$ cat config.mk
export PLATFORM = sky130hd
export DESIGN_NAME = mem_arbiter
export DESIGN_NICKNAME = d
export VERILOG_FILES = /design/src/mem_bus_pkg.sv /design/src/mem_arbiter.sv
export VERILOG_INCLUDE_DIRS = /design/src /design/src/src
export SDC_FILE = /design/constraint.sdc
export NUM_CORES = 1
export LEC_CHECK = 0
export BUFFER_PORTS_ARGS = -buffer_cell sky130_fd_sc_hd__buf_2
export CAP_MARGIN = 20
export CORE_AREA = 4 4 173 175
export CTS_CLUSTER_SIZE = 10
export DETAILED_ROUTE_END_ITERATION = 8
export DIE_AREA = 0 0 177 179
export MAX_ROUTING_LAYER = met4
export PLACE_DENSITY_LB_ADDON = 0.25
export SYNTH_ARGS = -nofsm -noshare
export SYNTH_HDL_FRONTEND = slang
export SYNTH_SLANG_ARGS = --single-unit
$ cat constraint.sdc
create_clock -name clock -period 4.7 [get_ports clock]
set_clock_uncertainty 0.2 [all_clocks]
set_input_delay 0.94 -clock clock [delete_from_list [all_inputs] [get_ports clock]]
set_output_delay 0.94 -clock clock [all_outputs]
set_load 0.1 [all_outputs]
$ cat src/mem_config.svh
`ifndef MEM_CONFIG_SVH
`define MEM_CONFIG_SVH

// Byte address width, an 8 KB space
`define MEM_ADDR_BITS 13

// Byte offset inside one 64-bit word
`define MEM_OFFSET_BITS 3

// Main memory depth in 64-bit words
`define MEM_WORDS 1024

`define MEM_INDEX_BITS $clog2(`MEM_WORDS)

// Cycles from load acceptance to data
// Must stay below 15 so that no two loads in flight share a tag
`define MEM_LATENCY 6

// Instruction cache geometry, one word per line
`define ICACHE_SETS 16

`define ICACHE_SET_BITS $clog2(`ICACHE_SETS)

`define ICACHE_TAG_BITS (`MEM_ADDR_BITS - `ICACHE_SET_BITS - `MEM_OFFSET_BITS)

`endif

$ cat src/mem_bus_pkg.sv
`include "mem_config.svh"

package mem_bus_pkg;

    // Command encoding on the shared memory bus
    typedef enum logic [1:0] {
        BUS_NONE  = 2'd0,
        BUS_LOAD  = 2'd1,
        BUS_STORE = 2'd2
    } bus_command_t;

    // Transaction tag, zero means no tag
    typedef logic [3:0] mem_tag_t;

    typedef logic [63:0] mem_word_t;

    // Driven by a client and held until a non-zero response comes back
    typedef struct packed {
        bus_command_t                command;
        logic [`MEM_ADDR_BITS-1:0]   address;
        mem_word_t                   data;
    } mem_request_t;

    // Response tag is same-cycle acceptance
    // Data tag marks the one cycle in which load data is valid
    typedef struct packed {
        mem_tag_t  response;
        mem_word_t data;
        mem_tag_t  tag;
    } mem_reply_t;

endpackage

$ cat src/mem_arbiter.sv
module mem_arbiter (
    input  logic                     clock,
    input  logic                     reset,
    input  mem_bus_pkg::mem_request_t dmem_request,
    output mem_bus_pkg::mem_reply_t   dmem_reply,
    input  mem_bus_pkg::mem_request_t imem_request,
    output mem_bus_pkg::mem_reply_t   imem_reply,
    output mem_bus_pkg::mem_request_t mem_request,
    input  mem_bus_pkg::mem_reply_t   mem_reply
);

    typedef enum logic [1:0] {
        IDLE,
        IMEM,
        DMEM
    } arb_state_t;

    arb_state_t state;
    arb_state_t owner;
    logic       dmem_active;
    logic       imem_active;

    assign dmem_active = (dmem_request.command != mem_bus_pkg::BUS_NONE);
    assign imem_active = (imem_request.command != mem_bus_pkg::BUS_NONE);

    // Owner for this cycle
    // The current owner keeps the bus while it presents, a quiet owner hands over
    always_comb begin
        owner = IDLE;
        case (state)
            IMEM: begin
                if (imem_active) begin
                    owner = IMEM;
                end else if (dmem_active) begin
                    owner = DMEM;
                end
            end
            default: begin
                // Data port has priority from IDLE
                if (dmem_active) begin
                    owner = DMEM;
                end else if (imem_active) begin
                    owner = IMEM;
                end
            end
        endcase
    end

    always_ff @(posedge clock) begin
        if (reset) begin
            state <= IDLE;
        end else begin
            state <= owner;
        end
    end

    always_comb begin
        mem_request = '0;
        case (owner)
            DMEM:    mem_request = dmem_request;
            IMEM:    mem_request = imem_request;
            default: mem_request = '0;
        endcase
    end

    // Data and data tag go to both ports, each client matches its own tag
    always_comb begin
        dmem_reply = mem_reply;
        imem_reply = mem_reply;
        if (owner != DMEM) begin
            dmem_reply.response = '0;
        end
        if (owner != IMEM) begin
            imem_reply.response = '0;
        end
    end

    // Never accept for both clients at once
    assert property (@(posedge clock) disable iff (reset)
        !((dmem_reply.response != '0) && (imem_reply.response != '0)));

endmodule

==> flow_summary.json <==
{
  "outcome": "finished, final reports clean",
  "cts_resized": 0,
  "cpMostUsedCell": "buf_2",
  "cts-htree-levels": 1,
  "dieArea_mm2": 0.0317,
  "synth_top_cell_by_area": "buf_4",
  "power_frac_clock_pct": 11.5,
  "setup_viol": 0,
  "placed_cell_area_mm2": 0.00344,
  "grt_setup_unrepaired": "no",
  "slew_violations": 0,
  "fp.dieH_um": 179,
  "fillCellCount": 3335,
  "grt_overflow_total": 0,
  "power_mw": 1.11,
  "antenna_found_initial": 0,
  "final_area_mm2": 0.00351,
  "r2r_cells": 2,
  "clk-insertion-delay-late_ns": 0.22,
  "period_minus_slack_ns": 4.08,
  "root_buffer": "clkbuf_16",
  "multi_input_area_mm2": 0.00158,
  "dpl.hpwl_um": 8590,
  "drive_above_1_share_pct": 90.9,
  "power.share.sequential_pct": 1.7,
  "areaGrowthSynthToFinish_pct": 19.9,
  "tightest_slew_ns": 0.584,
  "netlist_top_cells_count": "buf_4, a22oi_2, nor2_2, nor2_1, buf_6",
  "p_int_mw": 0.325,
  "synth_area_leaders": "buf_4, a22oi_2, nor2_2",
  "cp-endpoint": "mem_request[38]",
  "synth_top_area_share_pct": 35.6,
  "seqCellArea_um2": 40.0,
  "critPathKind": "input pin to output port",
  "crit_start": "imem_request[78]",
  "ios": 455,
  "switching_share_pct": 70.6,
  "clk_pin_slew_worst_paths_ns": 0.03,
  "r2r_slack_ns": 3.66,
  "rows": 62,
  "r2r-start": "state[1]",
  "ys_warn_count": 0,
  "cp_slowest_cell": "buf_4",
  "synth_edf_count": 0,
  "drtAntennaViolNets": 0,
  "largest-register": "state",
  "gp_congestion": 0.708,
  "syn_area_mm2": 0.00293,
  "max-vdd-ir-drop_v": 0.0000806,
  "routed_wl_um": 10200,
  "yosysUniqueCellTypes": 17,
  "largest_reg_flops": 2,
  "switchingPower_mw": 0.781,
  "reg2reg_to": "state[0]",
  "grt_first_pass_wirelength_um": 14100,
  "cp-end-kind": "output port",
  "cts_tree": "done",
  "worstPathCellList": "buf_2 > or2_1 > a21oi_1 > ha_4 > buf_4 > a22oi_2 > nor2_2 > buf_2",
  "synth.avg_cell_area_um2": 8.49,
  "cts.sinks": 2,
  "drt-pass1-iter-count": 4,
  "grt_use_total_pct": 5.67,
  "num_antenna_cells": 0,
  "yosysSeqAreaShare_pct": 1.37,
  "critPathMaxStageDelay_ns": 0.44,
  "path_max_fanout": 35,
  "comb_power_share_pct": 86.9,
  "io_buffers": 250,
  "cts_made_buffers": 3,
  "drt_iter0_markers": 52,
  "synthCells": 345,
  "tns_ns": 0,
  "synth_most_common_cell": "buf_4",
  "hold_path_class": "register to register",
  "hold_violations": 0,
  "drc_errors": 0,
  "die_w_um": 177,
  "clk_path_buf_depth": 2,
  "startpoint_type": "input pin",
  "period_share_pct": 86.8,
  "grt_max_degree": 49,
  "wire_per_inst_um": 12.3,
  "largestRegisters": "state: 2 flops",
  "synth-seq-cells": 2,
  "final_nets": 677,
  "synth-main-ff-cell": "dfxtp_1",
  "post_cts_buffers": 0,
  "fp.coreArea_mm2": 0.0285,
  "synth_fp_nets": 579,
  "avgViaCountPerCell": 3.11,
  "required_ns": 3.56,
  "arrival_ns": 2.94,
  "dr_total_vias": 2568,
  "max-cap-violations": 0,
  "grt_pass1_vias": 2514,
  "initial_core_util_pct": 10.3,
  "slew_headroom_pct": 61.0,
  "clock.fmax_mhz": 245,
  "synthArstFlopShare_pct": 0,
  "p_leak_nw": 1.57,
  "final_core_util_pct": 12.3,
  "hold_buffers": 0,
  "p_per_area_mw_per_mm2": 315
}
## layer usage
| layer | track usage (%) | share of wire, % | up-vias |
|---|---|---|---|
| li1 | - | - | 1231 |
| met1 | 5.81 | 33 | 1085 |
| met2 | 9.18 | 47 | 199 |
| met3 | 2.07 | 14 | 53 |
| met4 | 3.77 | 6.2 | 0 |
| met5 | - | 0 | - |
## worst max-delay path, delay by kind of cell
family                     cells  cell delay (ns)
adders and majority gates      1             0.19
AOI/OAI and AO/OA              2             0.40
buffers and inverters          3             0.98
and+or+nand+nor                2             0.35
## worst min path at each step
| stage | endpoint | cells after the start | start |
|---|---|---|---|
| detailed placement | state[0] | 2 | state[0] |
| CTS | state[0] | 2 | state[0] |
| global placement | state[0] | 2 | state[0] |
| finish | state[0] | 2 | state[0] |
| floorplan | state[0] | 2 | state[0] |
| global route | state[0] | 2 | state[0] |
## layout make-up
cell class	count	share of cell area (%)
Tap cell	384	13.7
Sequential cell	2	1.14
Clock buffer	3	2.14
Timing Repair Buffer	256	38.0
Multi-Input combinational cell	180	45.1
## kinds of logic after synthesis
group,count (synthesis),share of synthesized area [%]
buf+inv,163,45.5
simple gates,93,18.9
compound gates,85,33.4
fa+ha+maj,2,0.854
flops,2,1.37
## power by group through the flow
| stage | Clock [mW] | Sequential [mW] | Combinational (mW) |
|---|---|---|---|
| floorplan | 0 | 0.0188 | 1.36 |
| detailed placement | 0 | 0.0189 | 0.969 |
| finish | 0.127 | 0.0187 | 0.960 |
| global route | 0.130 | 0.0188 | 1.00 |
| global placement | 0 | 0.0188 | 0.971 |
| CTS | 0.129 | 0.0187 | 0.971 |
## metrics by stage
stage               std cells  hold slack, ns  setup WS, ns
CTS                       825           0.342         0.561
global route              825           0.406         0.479
detailed placement        822           0.333         0.609
floorplan                 345           0.286         0.425
finish                    825           0.336         0.621
global placement          822           0.340         0.627
## layout by cell type, fill, tap and decap left out
master     Yosys  final
nor2_2        70     70
clkbuf_16      0      3
nor2_1        11     11
or2_1          2      2
nand2b_1       1      1
buf_4        139      3
a211oi_1       2      2
a21oi_1        2      2
dfxtp_1        2      2
o21ai_0        2      2
and2_1         8      8
buf_12         7      3
nor2b_1        1      1
buf_2          7    250
ha_4           0      2
a22oi_2       70     70
a22oi_1        9      9
Note: power is estimated with default switching activity, not from simulation.
