$ cat src/mem_config.svh
`ifndef MEM_CONFIG_SVH
`define MEM_CONFIG_SVH

// Byte address width, an 8 KB space
`define MEM_ADDR_BITS 13

// Byte offset inside one 64-bit word
`define MEM_OFFSET_BITS 3

// Main memory depth in 64-bit words
`define MEM_WORDS 1024

`define MEM_INDEX_BITS $clog2(`MEM_WORDS)

// Cycles from load acceptance to data
// Must stay below 15 so that no two loads in flight share a tag
`define MEM_LATENCY 6

// Instruction cache geometry, one word per line
`define ICACHE_SETS 16

`define ICACHE_SET_BITS $clog2(`ICACHE_SETS)

`define ICACHE_TAG_BITS (`MEM_ADDR_BITS - `ICACHE_SET_BITS - `MEM_OFFSET_BITS)

`endif

$ cat src/cache_pkg.sv
`include "mem_config.svh"

package cache_pkg;

    // One instruction cache line holds a single 64-bit word
    typedef struct packed {
        logic [63:0]                 data;
        logic [`ICACHE_TAG_BITS-1:0] tag;
        logic                        valid;
    } cache_line_t;

    // Address as seen by the cache
    typedef struct packed {
        logic [`ICACHE_TAG_BITS-1:0] tag;
        logic [`ICACHE_SET_BITS-1:0] set;
        logic [`MEM_OFFSET_BITS-1:0] offset;
    } cache_fields_t;

    // Address as seen by the main memory
    typedef struct packed {
        logic [`MEM_INDEX_BITS-1:0]  index;
        logic [`MEM_OFFSET_BITS-1:0] offset;
    } word_fields_t;

    // Same 13-bit address, decoded by cache or by memory
    typedef union packed {
        cache_fields_t cache;
        word_fields_t  word;
    } mem_addr_t;

endpackage

$ cat src/mem_bus_pkg.sv
`include "mem_config.svh"

package mem_bus_pkg;

    // Command encoding on the shared memory bus
    typedef enum logic [1:0] {
        BUS_NONE  = 2'd0,
        BUS_LOAD  = 2'd1,
        BUS_STORE = 2'd2
    } bus_command_t;

    // Transaction tag, zero means no tag
    typedef logic [3:0] mem_tag_t;

    typedef logic [63:0] mem_word_t;

    // Driven by a client and held until a non-zero response comes back
    typedef struct packed {
        bus_command_t                command;
        logic [`MEM_ADDR_BITS-1:0]   address;
        mem_word_t                   data;
    } mem_request_t;

    // Response tag is same-cycle acceptance
    // Data tag marks the one cycle in which load data is valid
    typedef struct packed {
        mem_tag_t  response;
        mem_word_t data;
        mem_tag_t  tag;
    } mem_reply_t;

endpackage

$ cat src/inst_cache.sv
`include "mem_config.svh"

module inst_cache (
    input  logic                      clock,
    input  logic                      reset,
    input  logic                      fetch_valid,
    input  cache_pkg::mem_addr_t      fetch_addr,
    output logic [63:0]               fetch_data,
    output logic                      fetch_hit,
    output mem_bus_pkg::mem_request_t imem_request,
    input  mem_bus_pkg::mem_reply_t   imem_reply
);

    typedef enum logic [1:0] {
        FILL_IDLE,
        FILL_REQUEST,
        FILL_WAIT
    } fill_state_t;

    cache_pkg::cache_line_t lines [`ICACHE_SETS];
    cache_pkg::cache_line_t hit_line;
    fill_state_t            state;
    cache_pkg::mem_addr_t   miss_addr;
    cache_pkg::mem_addr_t   request_addr;
    mem_bus_pkg::mem_tag_t  miss_tag;
    logic                   lookup_hit;
    logic                   fetch_miss;
    logic                   request_accepted;
    logic                   fill_done;

    // Lookup
    assign hit_line   = lines[fetch_addr.cache.set];
    assign lookup_hit = hit_line.valid && (hit_line.tag == fetch_addr.cache.tag);
    assign fetch_hit  = fetch_valid && lookup_hit;
    assign fetch_data = hit_line.data;
    assign fetch_miss = fetch_valid && !lookup_hit;

    // A fresh miss goes out in the same cycle; a refused one is replayed
    // from the latched address
    always_comb begin
        imem_request = '0;
        request_addr = (state == FILL_IDLE) ? fetch_addr : miss_addr;
        if ((state == FILL_IDLE && fetch_miss) || state == FILL_REQUEST) begin
            imem_request.command = mem_bus_pkg::BUS_LOAD;
            imem_request.address = request_addr;
        end
    end

    assign request_accepted = (imem_request.command != mem_bus_pkg::BUS_NONE)
                              && (imem_reply.response != '0);
    assign fill_done        = (state == FILL_WAIT) && (imem_reply.tag == miss_tag);

    always_ff @(posedge clock) begin
        if (reset) begin
            state <= FILL_IDLE;
        end else begin
            case (state)
                FILL_IDLE: begin
                    if (fetch_miss) begin
                        state <= request_accepted ? FILL_WAIT : FILL_REQUEST;
                    end
                end
                FILL_REQUEST: begin
                    if (request_accepted) begin
                        state <= FILL_WAIT;
                    end
                end
                FILL_WAIT: begin
                    if (fill_done) begin
                        state <= FILL_IDLE;
                    end
                end
                default: state <= FILL_IDLE;
            endcase
        end
    end

    // Miss address and the tag the memory handed out
    always_ff @(posedge clock) begin
        if (state == FILL_IDLE) begin
            miss_addr <= fetch_addr;
        end
        if (request_accepted) begin
            miss_tag <= imem_reply.response;
        end
    end

    always_ff @(posedge clock) begin
        if (reset) begin
            for (int s = 0; s < `ICACHE_SETS; s++) begin
                lines[s].valid <= 1'b0;
            end
        end else if (fill_done) begin
            lines[miss_addr.cache.set] <= '{
                data:  imem_reply.data,
                tag:   miss_addr.cache.tag,
                valid: 1'b1
            };
        end
    end

    // Once a load is accepted the bus stays quiet until its data returns
    assert property (@(posedge clock) disable iff (reset)
        request_accepted |=> (imem_request.command == mem_bus_pkg::BUS_NONE)
            until_with (imem_reply.tag == miss_tag));

endmodule

$ cat config.mk
export PLATFORM = sky130hd
export DESIGN_NAME = inst_cache
export DESIGN_NICKNAME = d
export VERILOG_FILES = /design/src/cache_pkg.sv /design/src/mem_bus_pkg.sv /design/src/inst_cache.sv
export VERILOG_INCLUDE_DIRS = /design/src /design/src/src
export SDC_FILE = /design/constraint.sdc
export NUM_CORES = 1
export LEC_CHECK = 0
export BUFFER_PORTS_ARGS = -buffer_cell sky130_fd_sc_hd__buf_2
export CAP_MARGIN = 10
export CORE_MARGIN = 2
export CORE_UTILIZATION = 55
export DETAILED_ROUTE_END_ITERATION = 8
export PLACE_DENSITY = 0.69
export REMOVE_ABC_BUFFERS = 1
export SYNTH_ARGS = -nofsm -noshare
export SYNTH_HDL_FRONTEND = slang
export SYNTH_SLANG_ARGS = --single-unit
$ cat constraint.sdc
create_clock -name clock -period 15.3 [get_ports clock]
set_input_delay 3.06 -clock clock [delete_from_list [all_inputs] [get_ports clock]]
set_output_delay 3.06 -clock clock [all_outputs]
set_load 0.05 [all_outputs]
==> flow_metrics.env <==
export IMPL_drc=0
export IMPL_critPathKind="in -> out"
export IMPL_num_rows=103
export IMPL_ys_warn_count=0
export IMPL_synth_fa_ha_area_share_pct=0
export IMPL_cp_num_buf_inv=3
export IMPL_synthCells=1800
export IMPL_cp_top_family="buffers and inverters"
export IMPL_r2r_start="miss_tag[3]"
export IMPL_fmax_ghz=0.0955
export IMPL_first_iter_violations=2210
export IMPL_core_area_sq_um=79100
export IMPL_grt_use_total_pct=23.0
export IMPL_worstSetupStartpoint="fetch_addr[5]"
export IMPL_clock_sinks=1155
export IMPL_path_clk_slew_ps=60
export IMPL_die_area_sq_um=82500
export IMPL_grt_pass1_wl_mm=137
export IMPL_drv_cap=0
export IMPL_antenna_found_initial=7
export IMPL_synthTopCellsByCount="edfxtp_1 (1,124), mux4_2 (342), buf_4 (66)"
export IMPL_tns_ps=0
export IMPL_reg2reg_depth=7
export IMPL_die_h_um=287
export IMPL_finalMaxSlewViolations=0
export IMPL_nets=2123
export IMPL_grt_start_max_net_pins=107
export IMPL_grt_pass1_vias=20689
export IMPL_max_slew_margin_rel_pct=22.1
export IMPL_drt_first_pass_iters=5
export IMPL_portBuffers=166
export IMPL_timing_clock_skew_ps=28.4
export IMPL_crit_slowest_cell="o41ai_4"
export IMPL_async_reset_ff_share_pct=0
export IMPL_synth_top_family_by_area="multiplexers"
export IMPL_fillers=5232
export IMPL_p_switching_uw=1410
export IMPL_synth_xor_area_share_pct=0.218
export IMPL_cts_buffers=114
export IMPL_routedWlPerCell_um=29.0
export IMPL_sw_frac_of_total_pct=20.7
export IMPL_total_power_uw=6830
export IMPL_drive_gt1_share_pct=35.5
export IMPL_drt_total_wl_mm=92.4
export IMPL_clock_path_buffers=3
export IMPL_register_area_sq_um=34400
export IMPL_fp_dieW_um=287
export IMPL_power_internal_uw=5420
export IMPL_hpwl_mm=46.6
export IMPL_yosysTopAreaCell="edfxtp_1"
export IMPL_finalCritPeriodShare_pct=68.4
export IMPL_multi_input_area_sq_um=9190
export IMPL_initial_core_util_pct=55.7
export IMPL_gp_congestion=0.747
export IMPL_hold_buffers=0
export IMPL_endpoint="imem_request[72]"
export IMPL_synth_seq_area_share_pct=78.0
export IMPL_io_pin_count=232
export IMPL_timing_hold_ws_ps=450
export IMPL_p_comb_share_pct=5.7
export IMPL_r2r_end="lines[12][33]"
export IMPL_clockRootBuffer="clkbuf_16"
export IMPL_clock_power_share_pct=43.0
export IMPL_cts_setup_buffers=0
export IMPL_required_ps=12240
export IMPL_outcome="finished, final reports clean"
export IMPL_end_kind="primary output"
export IMPL_syn_area_sq_um=44100
export IMPL_yosysMostFrequentCell="edfxtp_1"
export IMPL_syn_area_per_cell_sq_um=24.5
export IMPL_synth_distinct_cells=39
export IMPL_crit_chain="buf_6 -> buf_4 -> mux2i_1 -> mux4_2 -> mux2_4 -> a221oi_2 -> nand4b_1 -> o41ai_4 -> nor2b_1 -> buf_2"
export IMPL_cts_tree="done"
export IMPL_avgViaCountPerCell=6.14
export IMPL_min_period_ps=10470
export IMPL_ctsHtreeMaxLevel=3
export IMPL_cp_max_fo=56
export IMPL_ant_nets=0
export IMPL_cts_resized_gates=0
export IMPL_dpl_cell_area_sq_um=46100
export IMPL_synth_simple_area_share_pct=0.777
export IMPL_p_leak_uw=0.0162
export IMPL_synth_seq_cells=1155
export IMPL_synth_top_area_share_pct=76.5
export IMPL_rsz0062_at_grt="false"
export IMPL_cpPeakStageDelay_ps=860
export IMPL_tightest_slew_ps=1170
export IMPL_setup_viol=0
export IMPL_vdd_drop_max_v=0.000106
export IMPL_synth_mux_area_share_pct=18.5
export IMPL_via_count=19581
export IMPL_path_depth=10
export IMPL_regToRegSetupSlack_ps=10870
export IMPL_clkLatencyLatePin_ps=660
export IMPL_power_density_nw_per_um2=136
export IMPL_finish_utilization_pct=63.3
export IMPL_synth_compound_area_share_pct=0.502
export IMPL_ys_flop_type="edfxtp_1"
export IMPL_syn_to_final_growth_pct=13.6
export IMPL_synth_edf_count=1124
export IMPL_start_kind="input port"
export IMPL_arrival_ps=7410
export IMPL_hold_violations=0
export IMPL_ys_top_cells_by_area="edfxtp_1 (77%), mux4_2 (17%), dfxtp_1 (1.4%)"
export IMPL_fin_area_sq_um=50100
export IMPL_seq_power_share_pct=51.3
export IMPL_hold_path_class="reg -> reg"
export IMPL_grt_overflow_total=0
[how the worst min path moves through the flow]
| stage | cells after the start | end | startpoint | slack [ps] |
|---|---|---|---|---|
| 5_1_grt | 1 | lines[2][0] | lines[2][0] | 470 |
| 4_1_cts | 1 | lines[11][0] | lines[11][0] | 450 |
| 3_3_place_gp | 1 | lines[6][0] | lines[6][0] | 430 |
| 3_5_place_dp | 1 | lines[11][0] | lines[11][0] | 440 |
| 6_report | 1 | lines[6][0] | lines[6][0] | 450 |
| 2_1_floorplan | 1 | lines[6][0] | lines[6][0] | 420 |
[cells in the final DEF (no fill, tap or decap), drive strengths merged, types with 17 or more instances in the layout]
cell type and count:
edfxtp 1124, mux4 342, buf 206, clkbuf 129
conb 65, clkinv 52, mux2i 31, dfxtp 31
bufinv 24, nor2 18, nor2b 17
[through the flow]
| step | instances | worst slack (ps) |
|---|---|---|
| after global placement | 2969 | 5050 |
| after detailed placement | 2969 | 4850 |
| after CTS | 3181 | 4840 |
| after global routing | 3182 | 4690 |
| final | 3187 | 4830 |
| after floorplan | 1713 | 4790 |
[flip-flops by register name (all words and copies together) (netlist names)]
signal,count
lines,1136
miss_addr,13
miss_tag,4
state,2
[cell families after synthesis]
group,Yosys count
flops,1155
mux,387
other cells,1
compound gates,27
buf+inv,156
simple gates,63
xor+xnor,11
[worst register-to-register path: stages, from the launching register on]
cell and delay, ps:
edfxtp_1 400, xnor2_1 170, nand4_1 140, nor4b_1 600, nand3_1 440, nor3_2 830, buf_4 740, buf_4 700
[area by class of cell]
type | instances | area share (%)
flip-flops and latches | 1155 | 68.6
multi-input cells | 553 | 18.4
clock buffers | 129 | 5.98
well taps | 1050 | 2.62
repair buffers | 206 | 2.31
clock inverters | 83 | 2.01
inverters | 5 | 0.0475
diodes | 6 | 0.0300
[power by group through the flow]
stage                     Clock (uW)  Combinational [uW]  Sequential (uW)
after CTS                       2980                 395             3500
after global routing            3110                 414             3500
after detailed placement           0                 394             3570
final                           2940                 390             3500
after floorplan                    0                 248             3560
after global placement             0                 387             3570
[per-layer routing]
| layer | up-vias | wire (um) | GRT usage (%) |
|---|---|---|---|
| met2 | 705 | 46900 | 37.8 |
| li1 | 8062 | - | - |
| met3 | 95 | 5980 | 3.59 |
| met5 | - | 27 | 0 |
| met1 | 10715 | 38100 | 33.1 |
| met4 | 4 | 1310 | 5.31 |
(Power assumes the default switching activity.)
